===== src/design/audio_pkg.sv =====
package audio_pkg;

    localparam int sample_w  = 24;                 // pcm word
    localparam int coef_w    = 16;                 // q1.15
    localparam int gain_w    = 16;                 // q2.14
    localparam int acc_w     = 48;                 // mac headroom
    localparam int num_bands = 2;                  // 0 low, 1 high
    localparam int band_w    = (num_bands > 1) ? $clog2(num_bands) : 1;

    typedef logic signed [sample_w-1:0] sample_t;
    typedef logic signed [coef_w-1:0]   coef_t;
    typedef logic signed [gain_w-1:0]   gain_t;
    typedef logic signed [acc_w-1:0]    acc_t;
    typedef logic        [band_w-1:0]   band_t;

    localparam gain_t unity_gain = 16'sh4000;      // 1.0 in q2.14

    localparam acc_t sample_max = (2 ** (sample_w - 1)) - 1;
    localparam acc_t sample_min = -(2 ** (sample_w - 1));

    // clamp a wide value into the pcm range
    function automatic sample_t sat_sample(input acc_t v);
        if (v > sample_max) return sample_max[sample_w-1:0];   // 0x7fffff
        if (v < sample_min) return sample_min[sample_w-1:0];   // 0x800000
        return v[sample_w-1:0];
    endfunction

endpackage


===== src/design/eq_band_mixer.sv =====
`timescale 1ns/100ps

module eq_band_mixer (
    input  logic               clk,
    input  logic               rst,
    input  logic               gain_wr_en,
    input  audio_pkg::band_t   gain_band,
    input  audio_pkg::gain_t   gain_data,          // q2.14
    input  logic               band_valid,         // low band strobe
    input  audio_pkg::sample_t low_left,
    input  audio_pkg::sample_t low_right,
    input  audio_pkg::sample_t high_left,
    input  audio_pkg::sample_t high_right,
    output logic               mix_valid,
    output audio_pkg::sample_t mix_left,
    output audio_pkg::sample_t mix_right
);
    import audio_pkg::*;

    gain_t gain_r [num_bands];
    acc_t  prod_ll;                 // low band, left
    acc_t  prod_lr;
    acc_t  prod_hl;                 // high band, left
    acc_t  prod_hr;
    acc_t  sum_l;
    acc_t  sum_r;
    logic  s1_valid;

    ////////////////////////////////////////////////////////////////////////////
    // gain registers

    always_ff @(posedge clk) begin
        if (rst) begin
            for (int i = 0; i < num_bands; i++)
                gain_r[i] <= unity_gain;
        end else if (gain_wr_en) begin
            gain_r[gain_band] <= gain_data;
        end
    end

    ////////////////////////////////////////////////////////////////////////////
    // stage 1, weight and add

    always_comb begin
        prod_ll = gain_r[0] * low_left;                     // 40 bit product
        prod_lr = gain_r[0] * low_right;
        prod_hl = gain_r[1] * high_left;
        prod_hr = gain_r[1] * high_right;
    end

    always_ff @(posedge clk) begin
        if (band_valid) begin
            sum_l <= prod_ll + prod_hl;                    // full width, no wrap
            sum_r <= prod_lr + prod_hr;
        end
    end

    ////////////////////////////////////////////////////////////////////////////
    // stage 2, rescale and clamp

    always_ff @(posedge clk) begin
        if (s1_valid) begin
            mix_left  <= sat_sample(sum_l >>> 14);         // q2.14 back to pcm
            mix_right <= sat_sample(sum_r >>> 14);
        end
    end

    always_ff @(posedge clk) begin
        if (rst) begin
            s1_valid  <= 1'b0;
            mix_valid <= 1'b0;
        end else begin
            s1_valid  <= band_valid;
            mix_valid <= s1_valid;                         // 2 after band strobe
        end
    end

endmodule


===== config.mk =====
export PLATFORM = sky130hd
export DESIGN_NAME = eq_band_mixer
export DESIGN_NICKNAME = d
export VERILOG_FILES = /design/src/design/audio_pkg.sv /design/src/design/eq_band_mixer.sv
export SDC_FILE = /design/constraint.sdc
export NUM_CORES = 2
export LEC_CHECK = 0
export BUFFER_PORTS_ARGS = -buffer_cell sky130_fd_sc_hd__buf_4
export CORE_AREA = 4 4 390 392
export DETAILED_ROUTE_END_ITERATION = 16
export DIE_AREA = 0 0 394 396
export PLACE_DENSITY_LB_ADDON = 0.2
export SLEW_MARGIN = 30
export SYNTH_ARGS = -nofsm -noshare
export SYNTH_HDL_FRONTEND = slang
export SYNTH_SLANG_ARGS = --single-unit

===== constraint.sdc =====
create_clock -name clk -period 19.2 [get_ports clk]
set_input_delay 0 -clock clk [delete_from_list [all_inputs] [get_ports clk]]
set_output_delay 0 -clock clk [all_outputs]
set_load 0.01 [all_outputs]

== Yosys cells after proc, flatten, opt, wreduce, memory -nomap -nowiden ==
Memories as Yosys holds them, arrays and structs flattened.
Index checks and enable logic that the tools add are counted.
W data, S select, Z words.

* $mul: 4
* Add/sub/neg operators: 2
* Reduce and logical (&&, ||, !) cells: 1
* Muxes and demuxes: 26
* $lt $le $gt $ge: 4

{| class="wikitable"
|+ Operators by type and width
! kind !! number
|-
| $mux W24 || 8
|-
| $mul A16 B24 Y40 || 4
|-
| $add A40 B40 Y41 || 2
|-
| $gt A27 B24 Y1 const B || 2
|-
| $lt A27 B24 Y1 const B || 2
|-
| $mux W1 || 17
|-
| $mux W16 || 1
|-
| $reduce_or A16 Y1 || 1
|}

* Register bits after elaboration: 132
* Output and inout port bits: 49
* Memories kept: 1
* Memory bits (writable): 32
* Bits of input ports: 117
* Logic and storage cells: 44

{| class="wikitable"
|+ Memories
! name !! depth !! bits a word !! read ports !! clocked after memory_dff !! write ports !! line !! text
|-
| gain_r || 2 || 16 || 2 || 0 || 2 || eq_band_mixer.sv:20 || <nowiki>gain_t gain_r [num_bands];</nowiki>
|}

== Logic depth before layout (Yosys ltp) ==
* Word-level depth: 7
* Mapped depth: 28

== Worst setup path after synthesis ==
No wires, ideal clock.

* Path kind: flip-flop to flip-flop
* Start point: mem gain_r[1][0] (netlist bit)
* End point: reg sum_l[30], data pin
* Stages on the path, launching flop included: 25
* Required time: 18942 ps
* Slack: 11708 ps
* Arrival time: 7233 ps
* Path through: edfxtp_1 > clkbuf_1 > clkbuf_1 > nand2_1 > fa_1 > fa_1 > inv_1 > fa_1 > fa_1 > fa_1 > fa_1 > fa_1 > inv_1 > fa_1 > inv_1 > ha_1 > a21oi_1 > o21ai_0 > nor4_1 > o21ai_1 > a31oi_1 > o21ai_1 > a31o_2 > a21oi_1 > xnor2_1

{| class="wikitable"
|+ RTL lines
! item !! line !! text
|-
| start: declaration || eq_band_mixer.sv:20 ||
|-
| end signal: assignment || eq_band_mixer.sv:53 || <nowiki>sum_l <= prod_ll + prod_hl;</nowiki>
|-
| end: declaration || eq_band_mixer.sv:25 || <nowiki>acc_t sum_l;</nowiki>
|}

==> run_results.csv <==
group,metric,value,unit
status,status,"finished, violations left",
status,failed_checks,"negative hold slack",
timing,worstMarginPinSlew,0.969,ns
setup_path,crit_top_cell,"fa_1",
timing,final_max_slew_viol_count,0,
clock_tree,clkTransAtPathRegs,0.08,ns
clock_tree,cts_root_buf,"clkbuf_16",
timing,skew,0.0203,ns
route,viasPerCell,4.83,
synth,ys_ff_latch,136,
route,via_count,39000,
global_routing,grt_remaining_overflow,0,
placement,post-dp-hpwl,126000,microns
setup_path,crit_path_end_kind,"flip-flop",
clock_tree,cts_sinks,136,
synth,synthTopCellsByCount,"1746 x inv_1, 1646 x fa_1, 923 x nand2_1, 579 x and2_1, 338 x ha_1",
synth,seq_area_frac_synth,0.0688,
layout,seqCellArea,0.00407,sq mm
clock_tree,cts_tree,"done",
layout,num-nets-final,8197,
route,avgRoutedWirePerCell,18.8,microns
route,wl,152000,microns
layout,nFillCells,14800,
clock_tree,worstSkewPairLatency,0.53,ns
timing,setup_slack,10.18,ns
setup_path,worst_path_max_delay_cell,"nor4_2",
timing,finalSetupViolations,0,
floorplanning,core,0.149,sq mm
synth,synth_area_leaders,"fa_1 56%, inv_1 11%, ha_1 7.2%, edfxtp_1 6.8%, and2_1 6.1%",
setup_path,cp.required,19.47,ns
synth,synth_nets,8211,
placement,numPortBuffers,165,
global_routing,grt_pass1_wl,251000,microns
route,drc_errors,0,
synth,netlist_area,0.0590,sq mm
timing,slew_headroom,0.350,
floorplanning,chipWidth,394,microns
setup_path,critPathArrivalTime,9.29,ns
layout,final_core_util,0.423,
setup_path,path_cells,"buf_4 > buf_4 > nand2_1 > fa_1 > fa_1 > inv_1 > fa_1 > fa_1 > fa_1 > fa_1 > fa_1 > inv_1 > fa_1 > inv_1 > ha_1 > a21oi_1 > o21ai_0 > nor4_2 > o211ai_1 > a31oi_2 > o21ai_1 > a31o_2 > a21oi_1 > xnor2_1",
timing,hold_violations,2,
global_routing,grt_util_all_layers,0.208,
worst_hold_path,min_path_type,"input port to flip-flop",
timing,rsz0062_at_grt,"false",
synth,syn_area_per_cell,9.66,sq um
synth,synthFlopType,"edfxtp_1",
timing,min_period,9.02,ns
route,dr.pass1.iters,5,
synth,netlist_instances,6110,
setup_path,worstSetupPathType,"flip-flop to flip-flop",
placement,place_ws,10.23,ns
synth,ys_types,58,
floorplanning,die_y,396,microns
run,maxCapViolations,0,
setup_path,cp-start-kind,"flip-flop",
synth,synth.top_cell.area_share,0.558,
global_routing,grt_max_degree,56,
route,ant_nets,0,
synth,post-synth-top-count-cell,"inv_1",
synth,synth-edff-count,134,
layout,area_growth,6.63,%
floorplanning,io_pins,166,
clock_tree,cts_resized,0,
global_routing,grt_pass1_vias,44900,
timing,period_share,0.470,
placement,gp_congestion,0.855,
clock_tree,ctsLongestPathBuffers,2,
setup_path,cp_max_fo,32,
floorplanning,start_util,0.397,
synth,synth_top_area_cell,"fa_1",
layout,stdcell_area,0.0630,sq mm
synth,synth_warnings,0,
floorplanning,die_area,0.156,sq mm
synth,synthArstFlopShare,0,
placement,post_dp_cell_area,0.0621,sq mm
setup_path,slowest_delay,0.74,ns
route,drt-initial-drc-count,1897,
timing,tns,0,ns
floorplanning,fp-row-count,142,
timing,hold_ws,-0.00879,ns
timing,max_freq,111,MHz
clock_tree,h-tree-depth,4,
clock_tree,cts_made_buffers,17,
layout,multi_input_area,0.0474,sq mm
layout,drive_gt1_frac,0.0440,
global_routing,grt_antenna_before_repair,11,
==> registers in the layout (all words and copies together), names as in the netlist <==
register	cells
sum_r	27
mix_left	24
sum_l	27
gain_r	32
s1_valid	1
mix_valid	1
mix_right	24
==> cell type report <==
type,count,share of cell area
inverters,1747,0.104
clock inverters,15,0.00254
repair buffers,236,0.0296
flip-flops and latches,136,0.0646
multi-input cells,3958,0.753
clock buffers,17,0.00676
diodes,11,0.000437
well taps,1944,0.0386
==> cells in the final DEF, fill, tap and decap left out, types with 3 or more instances in the layout <==
master | synthesis | routed
inv_1 | 1746 | 1746
fa_1 | 1646 | 1646
nand2_1 | 923 | 923
and2_1 | 579 | 579
ha_1 | 338 | 338
buf_4 | 0 | 209
edfxtp_1 | 134 | 134
xnor2_1 | 68 | 68
nor2_1 | 66 | 66
nand2b_1 | 52 | 52
a21oi_1 | 43 | 43
a21o_1 | 41 | 41
o21a_1 | 30 | 30
o21ai_0 | 26 | 26
nor2b_1 | 24 | 24
xor2_1 | 21 | 21
dlygate4sd3_1 | 0 | 18
clkbuf_16 | 0 | 17
nand3_1 | 14 | 14
diode_2 | 0 | 11
nor3_1 | 11 | 11
nand4_1 | 8 | 8
and3_1 | 6 | 6
a211oi_1 | 6 | 6
a31oi_1 | 6 | 6
inv_6 | 0 | 5
buf_6 | 0 | 5
o21ai_1 | 4 | 4
o211ai_1 | 4 | 4
inv_8 | 0 | 4
buf_8 | 0 | 4
a31o_2 | 3 | 3
a21boi_0 | 3 | 3
or2_2 | 3 | 3
==> repair_timing <==
action                    4_1_cts  5_1_grt
hold endpoints to repair       34        0
hold buffers                   18        0
setup buffers                   0        0
==> worst paths after layout <==
check                    start        end  slack, ns  depth (start not counted)
setup / recovery  gain_r[1][0]  sum_l[39]      10.18                         24
hold / removal      band_valid  sum_r[14]     -0.009                          1
hold reg to reg       s1_valid  mix_valid       0.49                          1
setup reg to reg  gain_r[1][0]  sum_l[39]      10.18                         24
==> metrics by stage <==
stage | instances | hold slack, ns
final | 8064 | -0.00879
after global routing | 8059 | 0.000449
after floorplan | 6110 | 0.0716
after detailed placement | 7998 | 0.222
after CTS | 8048 | 0.0553
after global placement | 7995 | 0.221
==> critical path, delay by kind of cell, from the launching register on <==
kind	cells	cell delay, ns
buffers and inverters	5	0.86
adder cells (fa/ha/maj)	9	4.43
AND/OR/NAND/NOR	2	1.29
XOR/XNOR	1	0.09
AO/OA/AOI/OAI	7	1.75
flip-flops	1	0.34
==> per-layer routing <==
metal  track usage  vias up  routed length, microns
met1         0.270    20900                   63300
met5             0        -                       7
met2         0.367      803                   78300
met4        0.0617        2                    4230
met3        0.0236      180                    6030
li1              -    17100                       -
==> kinds of logic (layout without fill, tap and decap cells) <==
family,Yosys count,count (layout),synth area share
adders and majority gates,1984,1984,0.630
other,0,11,0
xor gates and xnor gates,89,89,0.0132
and+or+nand+nor,1693,1693,0.137
DFF,136,136,0.0688
AOI/OAI and AO/OA,192,192,0.0229
buffers and inverters,2016,2015,0.128
Power is left out: the tool's default activity adds up to more than one toggle a clock period on the data nets, which glitch-free logic cannot reach.
