**src/design/audio_pkg.sv**
```systemverilog
package audio_pkg;

    localparam int sample_w  = 24;                 // pcm word
    localparam int coef_w    = 16;                 // q1.15
    localparam int gain_w    = 16;                 // q2.14
    localparam int acc_w     = 48;                 // mac headroom
    localparam int num_bands = 2;                  // 0 low, 1 high
    localparam int band_w    = (num_bands > 1) ? $clog2(num_bands) : 1;

    typedef logic signed [sample_w-1:0] sample_t;
    typedef logic signed [coef_w-1:0]   coef_t;
    typedef logic signed [gain_w-1:0]   gain_t;
    typedef logic signed [acc_w-1:0]    acc_t;
    typedef logic        [band_w-1:0]   band_t;

    localparam gain_t unity_gain = 16'sh4000;      // 1.0 in q2.14

    localparam acc_t sample_max = (2 ** (sample_w - 1)) - 1;
    localparam acc_t sample_min = -(2 ** (sample_w - 1));

    // clamp a wide value into the pcm range
    function automatic sample_t sat_sample(input acc_t v);
        if (v > sample_max) return sample_max[sample_w-1:0];   // 0x7fffff
        if (v < sample_min) return sample_min[sample_w-1:0];   // 0x800000
        return v[sample_w-1:0];
    endfunction

endpackage

```
**src/design/i2s_receiver.sv**
```systemverilog
`timescale 1ns/100ps

module i2s_receiver (
    input  logic               clk,
    input  logic               rst,
    input  logic               audio_enable,
    input  logic               i2s_bclk,            // async from codec
    input  logic               i2s_lrclk,           // low = left slot
    input  logic               i2s_d,
    output logic               frame_valid,         // one clk strobe
    output audio_pkg::sample_t left_sample,
    output audio_pkg::sample_t right_sample
);
    import audio_pkg::*;

    logic [2:0] bclk_sync;          // [1] synced, [2] previous
    logic [2:0] lrclk_sync;
    logic [1:0] d_sync;
    logic       bclk_rise;
    logic       lr_rise;
    logic       lr_fall;
    logic [5:0] bit_cnt;            // rising edges seen in slot
    logic       armed;              // a full left slot has started
    logic       frame_pend;
    sample_t    shift_sr;
    sample_t    left_word;
    sample_t    right_word;

    ////////////////////////////////////////////////////////////////////////////
    // input synchronizers

    always_ff @(posedge clk) begin
        if (rst) begin
            bclk_sync  <= '0;
            lrclk_sync <= '0;
            d_sync     <= '0;
        end else begin
            bclk_sync  <= {bclk_sync[1:0], i2s_bclk};
            lrclk_sync <= {lrclk_sync[1:0], i2s_lrclk};
            d_sync     <= {d_sync[0], i2s_d};
        end
    end

    assign bclk_rise = bclk_sync[1] & ~bclk_sync[2];
    assign lr_rise   = lrclk_sync[1] & ~lrclk_sync[2];     // left slot ends
    assign lr_fall   = ~lrclk_sync[1] & lrclk_sync[2];     // right slot ends

    ////////////////////////////////////////////////////////////////////////////
    // slot bit counter and frame strobe

    always_ff @(posedge clk) begin
        if (rst || !audio_enable) begin
            bit_cnt     <= '0;
            armed       <= 1'b0;
            frame_pend  <= 1'b0;
            frame_valid <= 1'b0;
        end else begin
            frame_pend  <= lr_fall & armed;                // skip partial first frame
            frame_valid <= frame_pend;
            if (lr_fall)
                armed <= 1'b1;
            if (lr_rise || lr_fall)
                bit_cnt <= '0;                             // new slot
            else if (bclk_rise && bit_cnt != 6'd63)
                bit_cnt <= bit_cnt + 6'd1;                 // saturates past slot end
        end
    end

    // edge 0 carries the last bit of the previous slot, 1..24 are data
    always_ff @(posedge clk) begin
        if (audio_enable && bclk_rise && bit_cnt >= 6'd1 && bit_cnt <= 6'(sample_w))
            shift_sr <= {shift_sr[sample_w-2:0], d_sync[1]};   // msb first
        if (lr_rise)
            left_word <= shift_sr;
        if (lr_fall)
            right_word <= shift_sr;
        if (frame_pend) begin
            left_sample  <= left_word;
            right_sample <= right_word;
        end
    end

endmodule

```
**config.mk**
```make
export PLATFORM = sky130hd
export DESIGN_NAME = i2s_receiver
export DESIGN_NICKNAME = d
export VERILOG_FILES = /design/src/design/audio_pkg.sv /design/src/design/i2s_receiver.sv
export SDC_FILE = /design/constraint.sdc
export NUM_CORES = 1
export LEC_CHECK = 0
export ABC_CLOCK_PERIOD_IN_PS = 2500
export BUFFER_PORTS_ARGS = -buffer_cell sky130_fd_sc_hd__buf_2
export CAP_MARGIN = 20
export CORE_ASPECT_RATIO = 1.25
export CORE_MARGIN = 1.5
export CORE_UTILIZATION = 33
export CTS_CLUSTER_SIZE = 25
export DETAILED_ROUTE_END_ITERATION = 7
export PLACE_DENSITY_LB_ADDON = 0.3
export SETUP_SLACK_MARGIN = 0.4
export SLEW_MARGIN = 20
export SYNTH_ARGS = -nofsm -noshare
export SYNTH_HDL_FRONTEND = slang
export SYNTH_SLANG_ARGS = --single-unit
```
**constraint.sdc**
```tcl
create_clock -name clk -period 2.5 [get_ports clk]
set_input_delay 0.25 -clock clk [delete_from_list [all_inputs] [get_ports clk]]
set_output_delay 0.25 -clock clk [all_outputs]
set_load 0.05 [all_outputs]
```
## After elaboration in Yosys (flattened, before gate mapping)

Index checks and enable logic that the tools add are counted.

- Memory bits (writable): 0
- Bits in latches: 0
- Input bits: 6
- Memories: 0
- Flip-flop bits (word level): 137
- Output and inout port bits: 49
- Memory bits (read-only): 0
- Logic and storage cells: 31

- Divide/modulo/power cells: 0
- $mul: 0
- Reduce and logical (&&, ||, !) cells: 8
- Add/sub/neg operators: 1
- Equality and inequality tests: 1
- Mux-type cells: 0
- Bitwise operators: 7
- Shifts and indexed selects: 0
- Order comparisons: 2

Operator list:

| operator | number |
|---|---|
| 6-bit by 1-bit adder with 6-bit output, second input constant | 1 |
| 6-bit by 1-bit greater-or-equal comparator with 1-bit output, second input constant | 1 |
| 6-bit by 5-bit <= comparator with 1-bit output, second input constant | 1 |
| 6-bit != test, second input constant | 1 |
| 1-bit AND | 4 |
| 1-bit logical AND | 4 |
| 1-bit inverter | 3 |
| 1-bit logical OR | 2 |
| 2-bit OR reduction | 1 |
| 1-bit logical NOT | 1 |

## Logic depth before layout (Yosys ltp)

- Depth after elaboration: 5
- Gate-level depth with buffers: 5
- Gate-level depth less buffers: 5

## Worst setup path after synthesis

No wires, ideal clock.

- Path kind: register to register
- Start point: register bit_cnt[0]
- End point: register shift_sr[0], enable pin
- Setup time: 413 ps
- Cell stages (with the launch flop): 6
- Path buffers: 0
- Setup slack: 87 ps
- Period minus slack after synthesis: 2,413 ps
- Data arrival time: 2,000 ps
- Path through: dfxtp_1 -> inv_1 -> ha_1 -> nor2b_1 -> o2111ai_1 -> a21oi_1

- Word-level cells in the longest chain between the ends: 3
- Elaborated cells on any way between the ends: 4

Ends and longest elaborated chain:

| element | RTL line | RTL |
|---|---|---|
| start, declared | i2s_receiver.sv:22 | `logic [5:0] bit_cnt;` |
| start signal, assigned | i2s_receiver.sv:65 | `bit_cnt <= bit_cnt + 6'd1;` |
| 6-bit by 1-bit greater-or-equal comparator with 1-bit output | i2s_receiver.sv:71 | `if (audio_enable && bclk_rise && bit_cnt >= 6'd1 && bit_cnt <= 6'(sample_w))` |
| 1-bit logical AND | i2s_receiver.sv:71 |  |
| 1-bit logical AND * | i2s_receiver.sv:71 |  |
| end signal, assigned | i2s_receiver.sv:72 | `shift_sr <= {shift_sr[sample_w-2:0], d_sync[1]};` |
| end, declared | i2s_receiver.sv:25 | `sample_t shift_sr;` |

Every way passes the cells marked *; elsewhere a longest branch is shown, timed or not.
A chain may end at the register's enable or synchronous reset.

## Worst setup path after layout

- Start point: register bit_cnt[0]
- End point: register shift_sr[1], enable pin

Same word-level chain as after synthesis.

==> metrics.cfg <==
[run_status]
run_status = complete, no violations

[sta]
fmax_mhz = 590
final.setup.tns_ps = 0
min_period_over_period_pct = 67.8
worstMarginPinSlew_ps = 696
fin_worst_skew_ps = 6.69
report.final.slew_viol_count = 0
hold_violations = 0
slew_headroom_pct = 53.6
setup_ws_ps = 805
setup_viol = 0
period_needed_ps = 1690
rsz0062_at_grt = no

[critical_path]
cp.required_ps = 2570
r2r-end = shift_sr[1]
critPathArrivalTime_ps = 1770
path_cells = inv_1 -> ha_1 -> nor2b_1 -> o2111ai_1 -> a21oi_4 -> buf_4
slowest_delay_ps = 360
critical_path.max_fanout = 24
rrSetupSlack_ps = 810
crit_slowest_cell = dfxtp_1
path_class = flip-flop to flip-flop
cp-start-kind = flip-flop
r2r-start = bit_cnt[0]
end_kind = flip-flop
cpLargestDelayFamily = buffers and inverters
worst-path-buf-inv = 2
r2r_cells = 6

[placement]
pre_cts_slack_ps = 771
hpwl_mm = 3.62
portBuffers = 54
gp_congestion = 0.698

[clock_tree]
cts_buffer_depth = 2
clk_pin_slew_ps = 60
cts_hold_buffers = 0
cts_tree = done
cts.sinks = 137
cts_resized = 0
root_buffer = clkbuf_16
post-cts-setup-buffers = 0
clock_latency_ps = 400
cts_made_buffers = 17
htreeDepth = 4

[drt]
via_count = 1879
initialDrtViolationCount = 128
viasPerCell = 4.17
first_pass_iters = 4
drc_errors = 0
wl_met3_um = 297
met1_length_mm = 2.69
drt_wl_total_mm = 5.90
wl_per_cell_um = 13.1
ant_nets = 0
wl_met2_mm = 2.83
maxUsedRoutingLayer = met4

[synth]
avgSynthCellArea_um2 = 22.4
ys_seq_area_share_pct = 91.2
syn_area_um2 = 4330
synth_nets = 205
ys_seq_elements = 137
yosysWarnings = 0
netlist_instances = 193
ys_types = 26

[power_and_ir_drop]
p_switching_mw = 0.905
p_sw_share_pct = 18.7
p_comb_share_pct = 0.7
p_clk_share_pct = 48.0
power_density_nw_per_um2 = 896
power_leakage_nw = 1.86
irDropWorstVdd_v = 0.000365
seqPwrFrac_pct = 51.3
total_power_mw = 4.85
p_int_mw = 3.95

[floorplanning]
fp.dieW_um = 105
initial_core_util_pct = 34.0
core_area_um2 = 12700
die-area_um2 = 13800
dieHeight_um = 131
rows = 46
io_pins = 55

[cells_and_area]
final_layout_size_suffix_gt1_share_pct = 32.9
antenna_cells = 0
area_growth_pct = 25.1
num-fill-cells = 1122
fin_nets = 282

[grt]
grt_pass1_vias = 1824
grt_antenna_before_repair = 0
grt-ovfl-total = 0
grt_usage_pct = 9.21
grt_pass1_wl_mm = 9.09
grt_max_degree = 37

[flow_run]
drv_cap = 0

[worst_hold_path]
hold_depth = 2
hold_path_startpoint = i2s_bclk
hold_path_class = input port to flip-flop
min_delay_worst_endpoint = bclk_sync[0]

per-layer routing:
| layer | global-route usage [%] | vias to the layer above |
|---|---|---|
| li1 | - | 906 |
| met1 | 10.5 | 905 |
| met2 | 14.1 | 62 |
| met3 | 4.37 | 6 |
| met4 | 5.80 | 0 |
| met5 | 0 | - |
area by class of cell:
type	instances	area, um^2	share of cell area (%)
Sequential cell	137	3950	72.9
Clock buffer	18	429	7.93
Multi-Input combinational cell	50	372	6.87
Timing Repair Buffer	58	300	5.55
Tap cell	168	210	3.88
Clock inverter	14	133	2.45
Inverter	6	22.5	0.416
power groups by stage:
stage	combinational [mW]	clock, mW	sequential [mW]
finish	0.0348	2.33	2.49
global placement	0.0352	0	2.54
detailed placement	0.0362	0	2.54
floorplan	0.0208	0	2.54
CTS	0.0363	2.38	2.49
global route	0.0400	2.47	2.49
worst register-to-register path, delay by kind of cell, from the launching register on:
family	cells	cell delay, ps
and+or+nand+nor	1	120
buffers and inverters	2	430
adders and majority gates	1	150
AOI/OAI and AO/OA	2	300
DFF	1	360
cells in the mapped netlist:
| cell | number | share of area [%] |
|---|---|---|
| edfxtp_1 | 120 | 83 |
| dfxtp_1 | 17 | 7.9 |
| nor2b_1 | 10 | 1.4 |
| ha_1 | 6 | 1.7 |
| inv_1 | 6 | 0.52 |
| nand2_1 | 6 | 0.52 |
| a211oi_1 | 3 | 0.52 |
| a21oi_1 | 3 | 0.35 |
| mux2i_1 | 2 | 0.46 |
| nor3_1 | 2 | 0.23 |
| nor4_1 | 2 | 0.29 |
| o21a_1 | 2 | 0.35 |
| a41oi_1 | 1 | 0.20 |
| and2_1 | 1 | 0.14 |
| and3_1 | 1 | 0.14 |
| and3_2 | 1 | 0.17 |
| and3b_1 | 1 | 0.20 |
| and4_2 | 1 | 0.23 |
| and4b_1 | 1 | 0.23 |
| nand2_2 | 1 | 0.14 |
| nand2b_1 | 1 | 0.14 |
| nand3_1 | 1 | 0.12 |
| nand4b_1 | 1 | 0.20 |
| nor2_1 | 1 | 0.087 |
| o2111ai_1 | 1 | 0.20 |
| o31a_1 | 1 | 0.20 |
stage by stage:
stage | area [um^2] | hold slack (ps) | utilization (%) | std cells
6_report | 5410 | 51.6 | 42.5 | 451
5_1_grt | 5410 | 45.6 | 42.5 | 451
4_1_cts | 5410 | 34.2 | 42.5 | 451
3_5_place_dp | 4850 | 397 | 38.1 | 419
3_3_place_gp | 4850 | 388 | 38.1 | 419
2_1_floorplan | 4330 | 322 | - | 193
worst max-delay path by stage:
stage	from	end	slack [ps]	cells after the start
after floorplan	bit_cnt[0]	shift_sr[0]	610	5
after global placement	bit_cnt[0]	shift_sr[6]	850	6
after detailed placement	bit_cnt[0]	shift_sr[5]	770	6
after CTS	bit_cnt[0]	shift_sr[6]	770	6
after global routing	bit_cnt[0]	shift_sr[6]	640	6
final	bit_cnt[0]	shift_sr[1]	810	6
registers in the layout (all words and copies together), names as in the netlist:
name / cells
d_sync: 2
armed: 1
frame_pend: 1
bclk_sync: 3
lrclk_sync: 3
left_word: 24
shift_sr: 24
bit_cnt: 6
right_sample: 24
right_word: 24
left_sample: 24
frame_valid: 1
placed cells by master (no fill, tap or decap), types with 2 or more instances in the layout:
master      synthesis  final
nor3_1              2      2
clkbuf_16           0     17
a211oi_1            3      3
a21oi_1             3      2
clkinv_2            0      6
edfxtp_1          120    120
mux2i_1             2      2
inv_1               6      6
bufinv_16           0      2
ha_1                6      6
buf_4               0      4
nand2_1             6      6
clkinvlp_4          0      4
buf_2               0     54
nor4_1              2      2
o21a_1              2      2
dfxtp_1            17     16
nor2b_1            10     10
kinds of logic after synthesis:
logic type | share of synthesized area (%)
flops | 91.2
simple gates | 4.31
compound gates | 1.82
buf+inv | 0.520
fa+ha+maj | 1.74
mux | 0.463
Power figures use the tool's default switching activity.
