`src/design/audio_pkg.sv`:
```
package audio_pkg;

    localparam int sample_w  = 24;                 // pcm word
    localparam int coef_w    = 16;                 // q1.15
    localparam int gain_w    = 16;                 // q2.14
    localparam int acc_w     = 48;                 // mac headroom
    localparam int num_bands = 2;                  // 0 low, 1 high
    localparam int band_w    = (num_bands > 1) ? $clog2(num_bands) : 1;

    typedef logic signed [sample_w-1:0] sample_t;
    typedef logic signed [coef_w-1:0]   coef_t;
    typedef logic signed [gain_w-1:0]   gain_t;
    typedef logic signed [acc_w-1:0]    acc_t;
    typedef logic        [band_w-1:0]   band_t;

    localparam gain_t unity_gain = 16'sh4000;      // 1.0 in q2.14

    localparam acc_t sample_max = (2 ** (sample_w - 1)) - 1;
    localparam acc_t sample_min = -(2 ** (sample_w - 1));

    // clamp a wide value into the pcm range
    function automatic sample_t sat_sample(input acc_t v);
        if (v > sample_max) return sample_max[sample_w-1:0];   // 0x7fffff
        if (v < sample_min) return sample_min[sample_w-1:0];   // 0x800000
        return v[sample_w-1:0];
    endfunction

endpackage

```
`src/design/fir_band_filter.sv`:
```
`timescale 1ns/100ps

module fir_band_filter #(
    parameter int num_taps   = 8,                   // 2 .. 32
    parameter int band_index = 0                    // 0 low, 1 high
) (
    input  logic                        clk,
    input  logic                        rst,
    input  logic                        audio_enable,
    input  logic                        coef_wr_en,
    input  audio_pkg::band_t            coef_band,
    input  logic [$clog2(num_taps)-1:0] coef_addr,
    input  audio_pkg::coef_t            coef_data,
    input  logic                        frame_valid,
    input  audio_pkg::sample_t          left_sample,
    input  audio_pkg::sample_t          right_sample,
    output logic                        band_valid,
    output audio_pkg::sample_t          band_left,
    output audio_pkg::sample_t          band_right
);
    import audio_pkg::*;

    localparam int addr_w = $clog2(num_taps);

    coef_t       coef_mem [num_taps];
    sample_t     hist_l   [num_taps];   // [0] newest
    sample_t     hist_r   [num_taps];
    logic        coef_hit;
    logic        busy;
    logic        chan;                  // 0 left, 1 right
    logic [addr_w-1:0] tap;
    logic        tap_end;
    sample_t     tap_x;
    acc_t        prod;
    acc_t        acc;
    logic        p_valid;
    logic        p_first;
    logic        p_last;
    logic        p_chan;
    logic        a_last;
    logic        a_chan;

    ////////////////////////////////////////////////////////////////////////////
    // coefficient memory and history

    assign coef_hit = coef_wr_en && (coef_band == band_t'(band_index));

    always_ff @(posedge clk) begin
        if (rst) begin
            for (int i = 0; i < num_taps; i++)
                coef_mem[i] <= '0;
        end else if (coef_hit) begin
            coef_mem[coef_addr] <= coef_data;             // seen by next tap read
        end
    end

    always_ff @(posedge clk) begin
        if (rst || !audio_enable) begin
            for (int i = 0; i < num_taps; i++) begin
                hist_l[i] <= '0;
                hist_r[i] <= '0;
            end
        end else if (frame_valid) begin
            hist_l[0] <= left_sample;
            hist_r[0] <= right_sample;
            for (int i = 1; i < num_taps; i++) begin
                hist_l[i] <= hist_l[i-1];
                hist_r[i] <= hist_r[i-1];
            end
        end
    end

    ////////////////////////////////////////////////////////////////////////////
    // tap sequencer, left pass then right pass

    assign tap_end = (tap == addr_w'(num_taps - 1));

    always_ff @(posedge clk) begin
        if (rst || !audio_enable) begin
            busy <= 1'b0;
            chan <= 1'b0;
            tap  <= '0;
        end else if (frame_valid) begin
            busy <= 1'b1;
            chan <= 1'b0;
            tap  <= '0;
        end else if (busy) begin
            if (tap_end) begin
                tap  <= '0;
                chan <= ~chan;
                if (chan)
                    busy <= 1'b0;                          // both channels done
            end else begin
                tap <= tap + 1'b1;
            end
        end
    end

    assign tap_x = chan ? hist_r[tap] : hist_l[tap];

    // tags follow the product and accumulate stages
    always_ff @(posedge clk) begin
        if (rst || !audio_enable) begin
            p_valid    <= 1'b0;
            p_first    <= 1'b0;
            p_last     <= 1'b0;
            p_chan     <= 1'b0;
            a_last     <= 1'b0;
            a_chan     <= 1'b0;
            band_valid <= 1'b0;
        end else begin
            p_valid    <= busy;
            p_first    <= busy && (tap == '0);
            p_last     <= busy && tap_end;
            p_chan     <= chan;
            a_last     <= p_valid && p_last;               // acc holds a full sum
            a_chan     <= p_chan;
            band_valid <= a_last && a_chan;                // 2*taps+3 after frame
        end
    end

    ////////////////////////////////////////////////////////////////////////////
    // mac datapath

    always_ff @(posedge clk) begin
        prod <= coef_mem[tap] * tap_x;                     // 16x24 into 48 bits
        if (p_valid)
            acc <= p_first ? prod : acc + prod;
        if (a_last && !a_chan)
            band_left <= sat_sample(acc >>> 15);           // drop q1.15 scale
        if (a_last && a_chan)
            band_right <= sat_sample(acc >>> 15);
    end

endmodule

```
`config.mk`:
```
export PLATFORM = sky130hd
export DESIGN_NAME = fir_band_filter
export DESIGN_NICKNAME = d
export VERILOG_FILES = /design/src/design/audio_pkg.sv /design/src/design/fir_band_filter.sv
export SDC_FILE = /design/constraint.sdc
export NUM_CORES = 2
export LEC_CHECK = 0
export BUFFER_PORTS_ARGS = -buffer_cell sky130_fd_sc_hd__buf_2
export CAP_MARGIN = 10
export CORE_ASPECT_RATIO = 0.7
export CORE_MARGIN = 2
export CORE_UTILIZATION = 55
export DETAILED_ROUTE_END_ITERATION = 16
export PLACE_DENSITY = 0.72
export RECOVER_POWER = 25
export SKIP_CTS_REPAIR_TIMING = 1
export SYNTH_ARGS = -nofsm -noshare
export SYNTH_HDL_FRONTEND = slang
export SYNTH_SLANG_ARGS = --single-unit
export TNS_END_PERCENT = 10
```
`constraint.sdc`:
```
create_clock -name clk -period 14.68 [get_ports clk]
set_input_delay 2.936 -clock clk [delete_from_list [all_inputs] [get_ports clk]]
set_output_delay 2.936 -clock clk [all_outputs]
set_load 0.03 [all_outputs]
```
Word-level counts from Yosys, hierarchy flattened
Memory sizes are Yosys's and may differ from the RTL's. A register that Yosys moved wholly into a read port is not among the register bits.
Index checks and enable logic that the tools add are counted.
{"block": "word_totals", "reg_bits": 148, "mem_bits_rw": 512, "inputBits": 73, "elab_cells": 110, "n_memories": 3}
{"name": "hist_l", "words": 8, "word_bits": 24, "read_ports": 8, "rd_ports_with_merged_regs": 1, "wr": 8, "line_no": "fir_band_filter.sv:26", "source": "sample_t hist_l [num_taps];"}
{"name": "hist_r", "words": 8, "word_bits": 24, "read_ports": 8, "rd_ports_with_merged_regs": 1, "wr": 8, "line_no": "fir_band_filter.sv:27", "source": "sample_t hist_r [num_taps];"}
{"name": "coef_mem", "words": 8, "word_bits": 16, "read_ports": 1, "rd_ports_with_merged_regs": 1, "wr": 8, "line_no": "fir_band_filter.sv:25", "source": "coef_t coef_mem [num_taps];"}
{"block": "op_classes", "addsub": 2, "multipliers": 1, "order_cmp": 2, "eq_ne": 1, "n_mux": 56, "n_bitwise": 18, "reduce_logical": 13}
{"operator": "$mux W24", "count": 23}
{"operator": "$add A48 B40 Y48", "count": 1}
{"operator": "$mux W48", "count": 1}
{"operator": "$mul A16 B24 Y40", "count": 1}
{"operator": "$gt A33 B24 Y1 const B", "count": 1}
{"operator": "$lt A33 B24 Y1 const B", "count": 1}
{"operator": "$mux W3", "count": 8}
{"operator": "$mux W1", "count": 23}
{"operator": "$mux W16", "count": 1}
{"operator": "$or A1 B1 Y1", "count": 16}
{"operator": "$reduce_or A16 Y1", "count": 1}
{"operator": "$logic_and A1 B1 Y1", "count": 6}
{"operator": "$add A3 B1 Y3 const B", "count": 1}
{"operator": "$eq A3 B3 Y1 const B", "count": 1}
{"operator": "$logic_not A3 Y1", "count": 1}
{"operator": "$logic_not A1 Y1", "count": 2}
{"operator": "$not A1 Y1", "count": 2}
{"operator": "$reduce_and A2 Y1", "count": 1}
{"operator": "$reduce_or A2 Y1", "count": 1}
{"operator": "$logic_or A1 B1 Y1", "count": 1}

Longest topological paths before layout
{"block": "logic_depth", "word_depth": 7, "mapped_depth": 30}

Worst setup path before layout
Ideal clock, no wire load.
{"block": "synth_timing", "path_type": "in2reg", "start": "input port frame_valid", "end": "register with a tool-made name", "setup_ns": 0.565, "arrival_ns": 12.712, "required_ns": 14.115, "setup_slack_ns": 1.403, "path_stages": 3, "path_buffers": 1, "cell_sequence": "clkbuf_1 > nand2b_1 > nor2_1"}
{"item": "from (decl)", "line_no": "fir_band_filter.sv:14", "source": "input logic frame_valid,"}

==> results by group <==
Run status
  – Status: finished, violations left
  – Violated checks: capacitance limit, slew limit

Logic synthesis
  – Post-Synth XOR/XNOR Area: 0.0157
  – Synth Cell Area: 0.0447 sq mm
  – Adder-Cell Fraction of Synth Area: 0.209
  – Post-synth EDFFs: 608
  – Post-synthesis mux area share: 0.0830
  – Netlist cell types: 83
  – Seq/Total Area, Yosys: 0.433
  – Ys async rst share: 0
  – Mapped Nets: 4303
  – Mapped Cells: 3707
  – Yosys Warn Count: 0
  – Synthesis-stage register bit count: 663
  – Syn Area/Cell: 12.1 sq um
  – Main synth FF type: edfxtp_1
  – Post-synthesis simple-gate area fraction: 0.145
  – Largest family of logic cells by synthesized area: adder cells
  – Synth Area in Compound Gates: 0.0543

Global route
  – Total GRT Usage: 0.250
  – GRT overflow: 0
  – Largest net degree at the start of global routing: 285
  – Initial antenna violation count: 8
  – Vias in the first global route: 28.7k
  – First-pass GRT wire length: 162000 um

Pwr
  – P_leak: 20.9 nW
  – Sw Ratio: 0.395
  – Maximum VDD drop: 184 uV
  – Cell-internal power: 4.69 mW
  – Clock share of power: 0.223
  – Register share of total power: 0.305
  – Net Sw Power: 3.06 mW
  – Pwr/cell area: between 150 and 200 mW/mm^2
  – Comb pwr share: 0.471

STA
  – Finish-stage setup viols: 0
  – Unrepaired setup endpoints after global routing: no
  – Max Clock Skew: 31.1 ps
  – Tightest Pin Transition: 3950 ps
  – Headroom to the max-slew limit: -1.63
  – Setup TNS: 0 ps
  – Minimum clock period: around 11000 ps
  – Pins Over Slew Limit: 266
  – Peak Freq: 88.6 MHz
  – Final Hold Viols: 0
  – Tcrit/Tclk final: 0.769

Routing
  – Total length of routed wires: 101000 um
  – Final ANT Viol Nets: 0
  – Drt drc: 0
  – Wirelength per Cell: 20.8 um
  – Vias: 28.4k
  – Initial DRC Count: 2919
  – TritonRoute pass-1 iters: 6
  – Number of vias per cell: slightly below 6

Floorplanning
  – IO Pins: 122
  – Chip width: about 340 um
  – DIE HEIGHT: 243 um
  – Core footprint: 0.0806 sq mm
  – FP Rows: between 80 and 90
  – Die area: 0.0836 sq mm
  – Initial Util: 0.555

Clocking
  – Max Root-Sink Buffers: 3
  – CTS buffer count: 69
  – Clock latency on the worst-skew pair: 650 ps
  – CTS H-tree depth: 3
  – CTS Sinks: about 660
  – Clk slew on worst S/H paths: about 60 ps
  – CTS root buf: clkbuf_16
  – CTS tree: yes

Worst setup path
  – Crit-path max FO: 56
  – Worst Setup End Kind: flip-flop
  – Critical path class: flip-flop to flip-flop
  – Worst Path Required: 15210 ps
  – CP Data Arrival Time: approximately 12000 ps
  – CP startpoint kind: flip-flop

Finish
  – Layout cell share with drive strength beyond 1: 0.119
  – FILL cells: 6424
  – Layout Area Growth over Synthesis: 7.89%
  – Final Net Count: 4316
  – Register cell area after layout: between 0.015 and 0.02 sq mm
  – Multi-input logic area: 0.0227 sq mm
  – Design area: 0.0482 sq mm

Hold path
  – Hold crit path type: flip-flop to flip-flop

Run
  – Max-cap violations: 5

Placed design
  – Placed Area: between 0.04 and 0.05 sq mm
  – DP HPWL: 69200 um
  – Placer Congestion: 0.928
  – PortBufs: 121
==> Yosys cell counts, types with 5 or more instances <==
cell	number	share of area
or2_2	15	0.0021
nor3_1	17	0.0019
clkbuf_1	145	0.012
and2_1	298	0.042
nand3_1	25	0.0028
fa_1	375	0.17
o21ai_1	6	0.00067
a21o_1	56	0.0094
xor2_1	27	0.0053
o22ai_1	6	0.00084
nor2_1	113	0.0095
dfxtp_1	55	0.025
o21ai_0	85	0.0095
edfxtp_1	608	0.41
o31ai_1	5	0.00084
nor4_1	5	0.00070
xnor2_1	53	0.010
a211oi_1	12	0.0020
mux2_2	21	0.0053
a211o_1	8	0.0016
a21oi_1	89	0.010
nand4_1	14	0.0020
and3_1	298	0.042
o21a_1	14	0.0024
o21bai_1	13	0.0022
buf_2	56	0.0063
o211ai_1	7	0.0012
nor2b_1	69	0.0097
mux4_2	145	0.073
buf_4	5	0.00084
nand2b_1	25	0.0035
a31oi_1	8	0.0011
or3_1	5	0.00070
nand2_1	305	0.026
inv_1	467	0.039
ha_1	148	0.041
mux2i_1	21	0.0047
==> worst max-delay path: stages, from the launching register on <==
cell,delay (ps)
dfxtp_4,650
clkbuf_1,2570
buf_4,850
mux4_2,400
mux4_2,700
and2_1,250
fa_1,530
inv_1,50
fa_1,460
fa_1,520
inv_1,60
fa_1,490
fa_1,490
inv_1,50
fa_1,470
inv_1,40
ha_1,400
nand4_1,200
nor3_1,330
o211ai_1,230
a41oi_1,500
nor2_1,150
o31ai_1,380
a31oi_1,150
xnor2_1,140
==> metrics by stage <==
step,std cells,hold slack (ps),setup slack [ps],util,power [mW]
global placement,4715,410,5690,0.572,5.90
global route,4842,467,2720,0.599,8.31
CTS,4841,432,5450,0.600,7.71
floorplan,3707,406,1400,-,5.09
detailed placement,4716,417,5460,0.572,5.96
finish,4844,428,3400,0.599,7.75
==> power groups by stage <==
stage               combinational [mW]  clock [mW]  sequential [mW]
finish                            3.65        1.73             2.37
global route                      4.10        1.83             2.38
CTS                               3.59        1.75             2.36
detailed placement                3.56           0             2.40
global placement                  3.50           0             2.40
floorplan                         2.72           0             2.37
==> cell usage in the layout (no fill, tap or decap), types with 12 or more instances in the layout <==
cell type and n:
nand2b_1 24, buf_4 17, a21o_1 56, and2_1 215, ha_1 148, dfxtp_1 50
and2_0 83, nand2_1 305, a211oi_1 12, mux2i_1 17, or2_2 15, o21ai_0 89
nand3_1 25, buf_2 119, and3_1 298, xnor2_1 53, nor3_1 17, nand4_1 14
clkbuf_1 27, o21a_1 14, fa_1 375, o21bai_1 13, clkbuf_16 71, clkinv_1 14
nor2b_1 67, nor2_1 113, inv_1 467, a21oi_1 91, edfxtp_1 608, mux2_2 21
mux4_2 145, xor2_1 27
==> final timing paths <==
kind / from / slack (ps) / depth (start not counted) / to
worst max-delay path: flip-flop / 3400 / 24 / prod[37]
worst min-delay path: p_chan / 430 / 1 / a_chan
worst max register to register: flip-flop / 3400 / 24 / prod[37]
worst min register to register: p_chan / 430 / 1 / a_chan
==> registers in the layout (all words and copies together) (netlist names), 3 cells and up, named ones only <==
name and cells:
hist_r 192, band_right 24, acc 48, coef_mem 128
prod 40, tap 3, hist_l 192, band_left 24
==> layout make-up <==
cell class,instances,share of cell area
antenna,2,0.000104
clock buffer,88,0.0392
clock inverter,37,0.00667
inverter,467,0.0363
multi-input combinational,2364,0.471
sequential,663,0.402
tap,1068,0.0277
timing repair buffer,155,0.0176
==> layer usage <==
metal	wire, um	vias to the layer above	global-route usage
met4	1850	12	0.0547
met3	9120	138	0.0559
met1	46300	14400	0.394
met5	81	-	0
li1	-	12800	-
met2	43300	1129	0.355
==> logic make-up (layout without fill, tap and decap cells) <==
logic type	Yosys count	in the layout
AND/OR/NAND/NOR	1207	1207
buffers and inverters	680	747
flip-flops	663	663
adder cells (fa/ha/maj)	523	523
AO/OA/AOI/OAI	367	367
multiplexers	187	187
XOR/XNOR	80	80
other	0	2
Note: power is estimated with default switching activity, not from simulation.
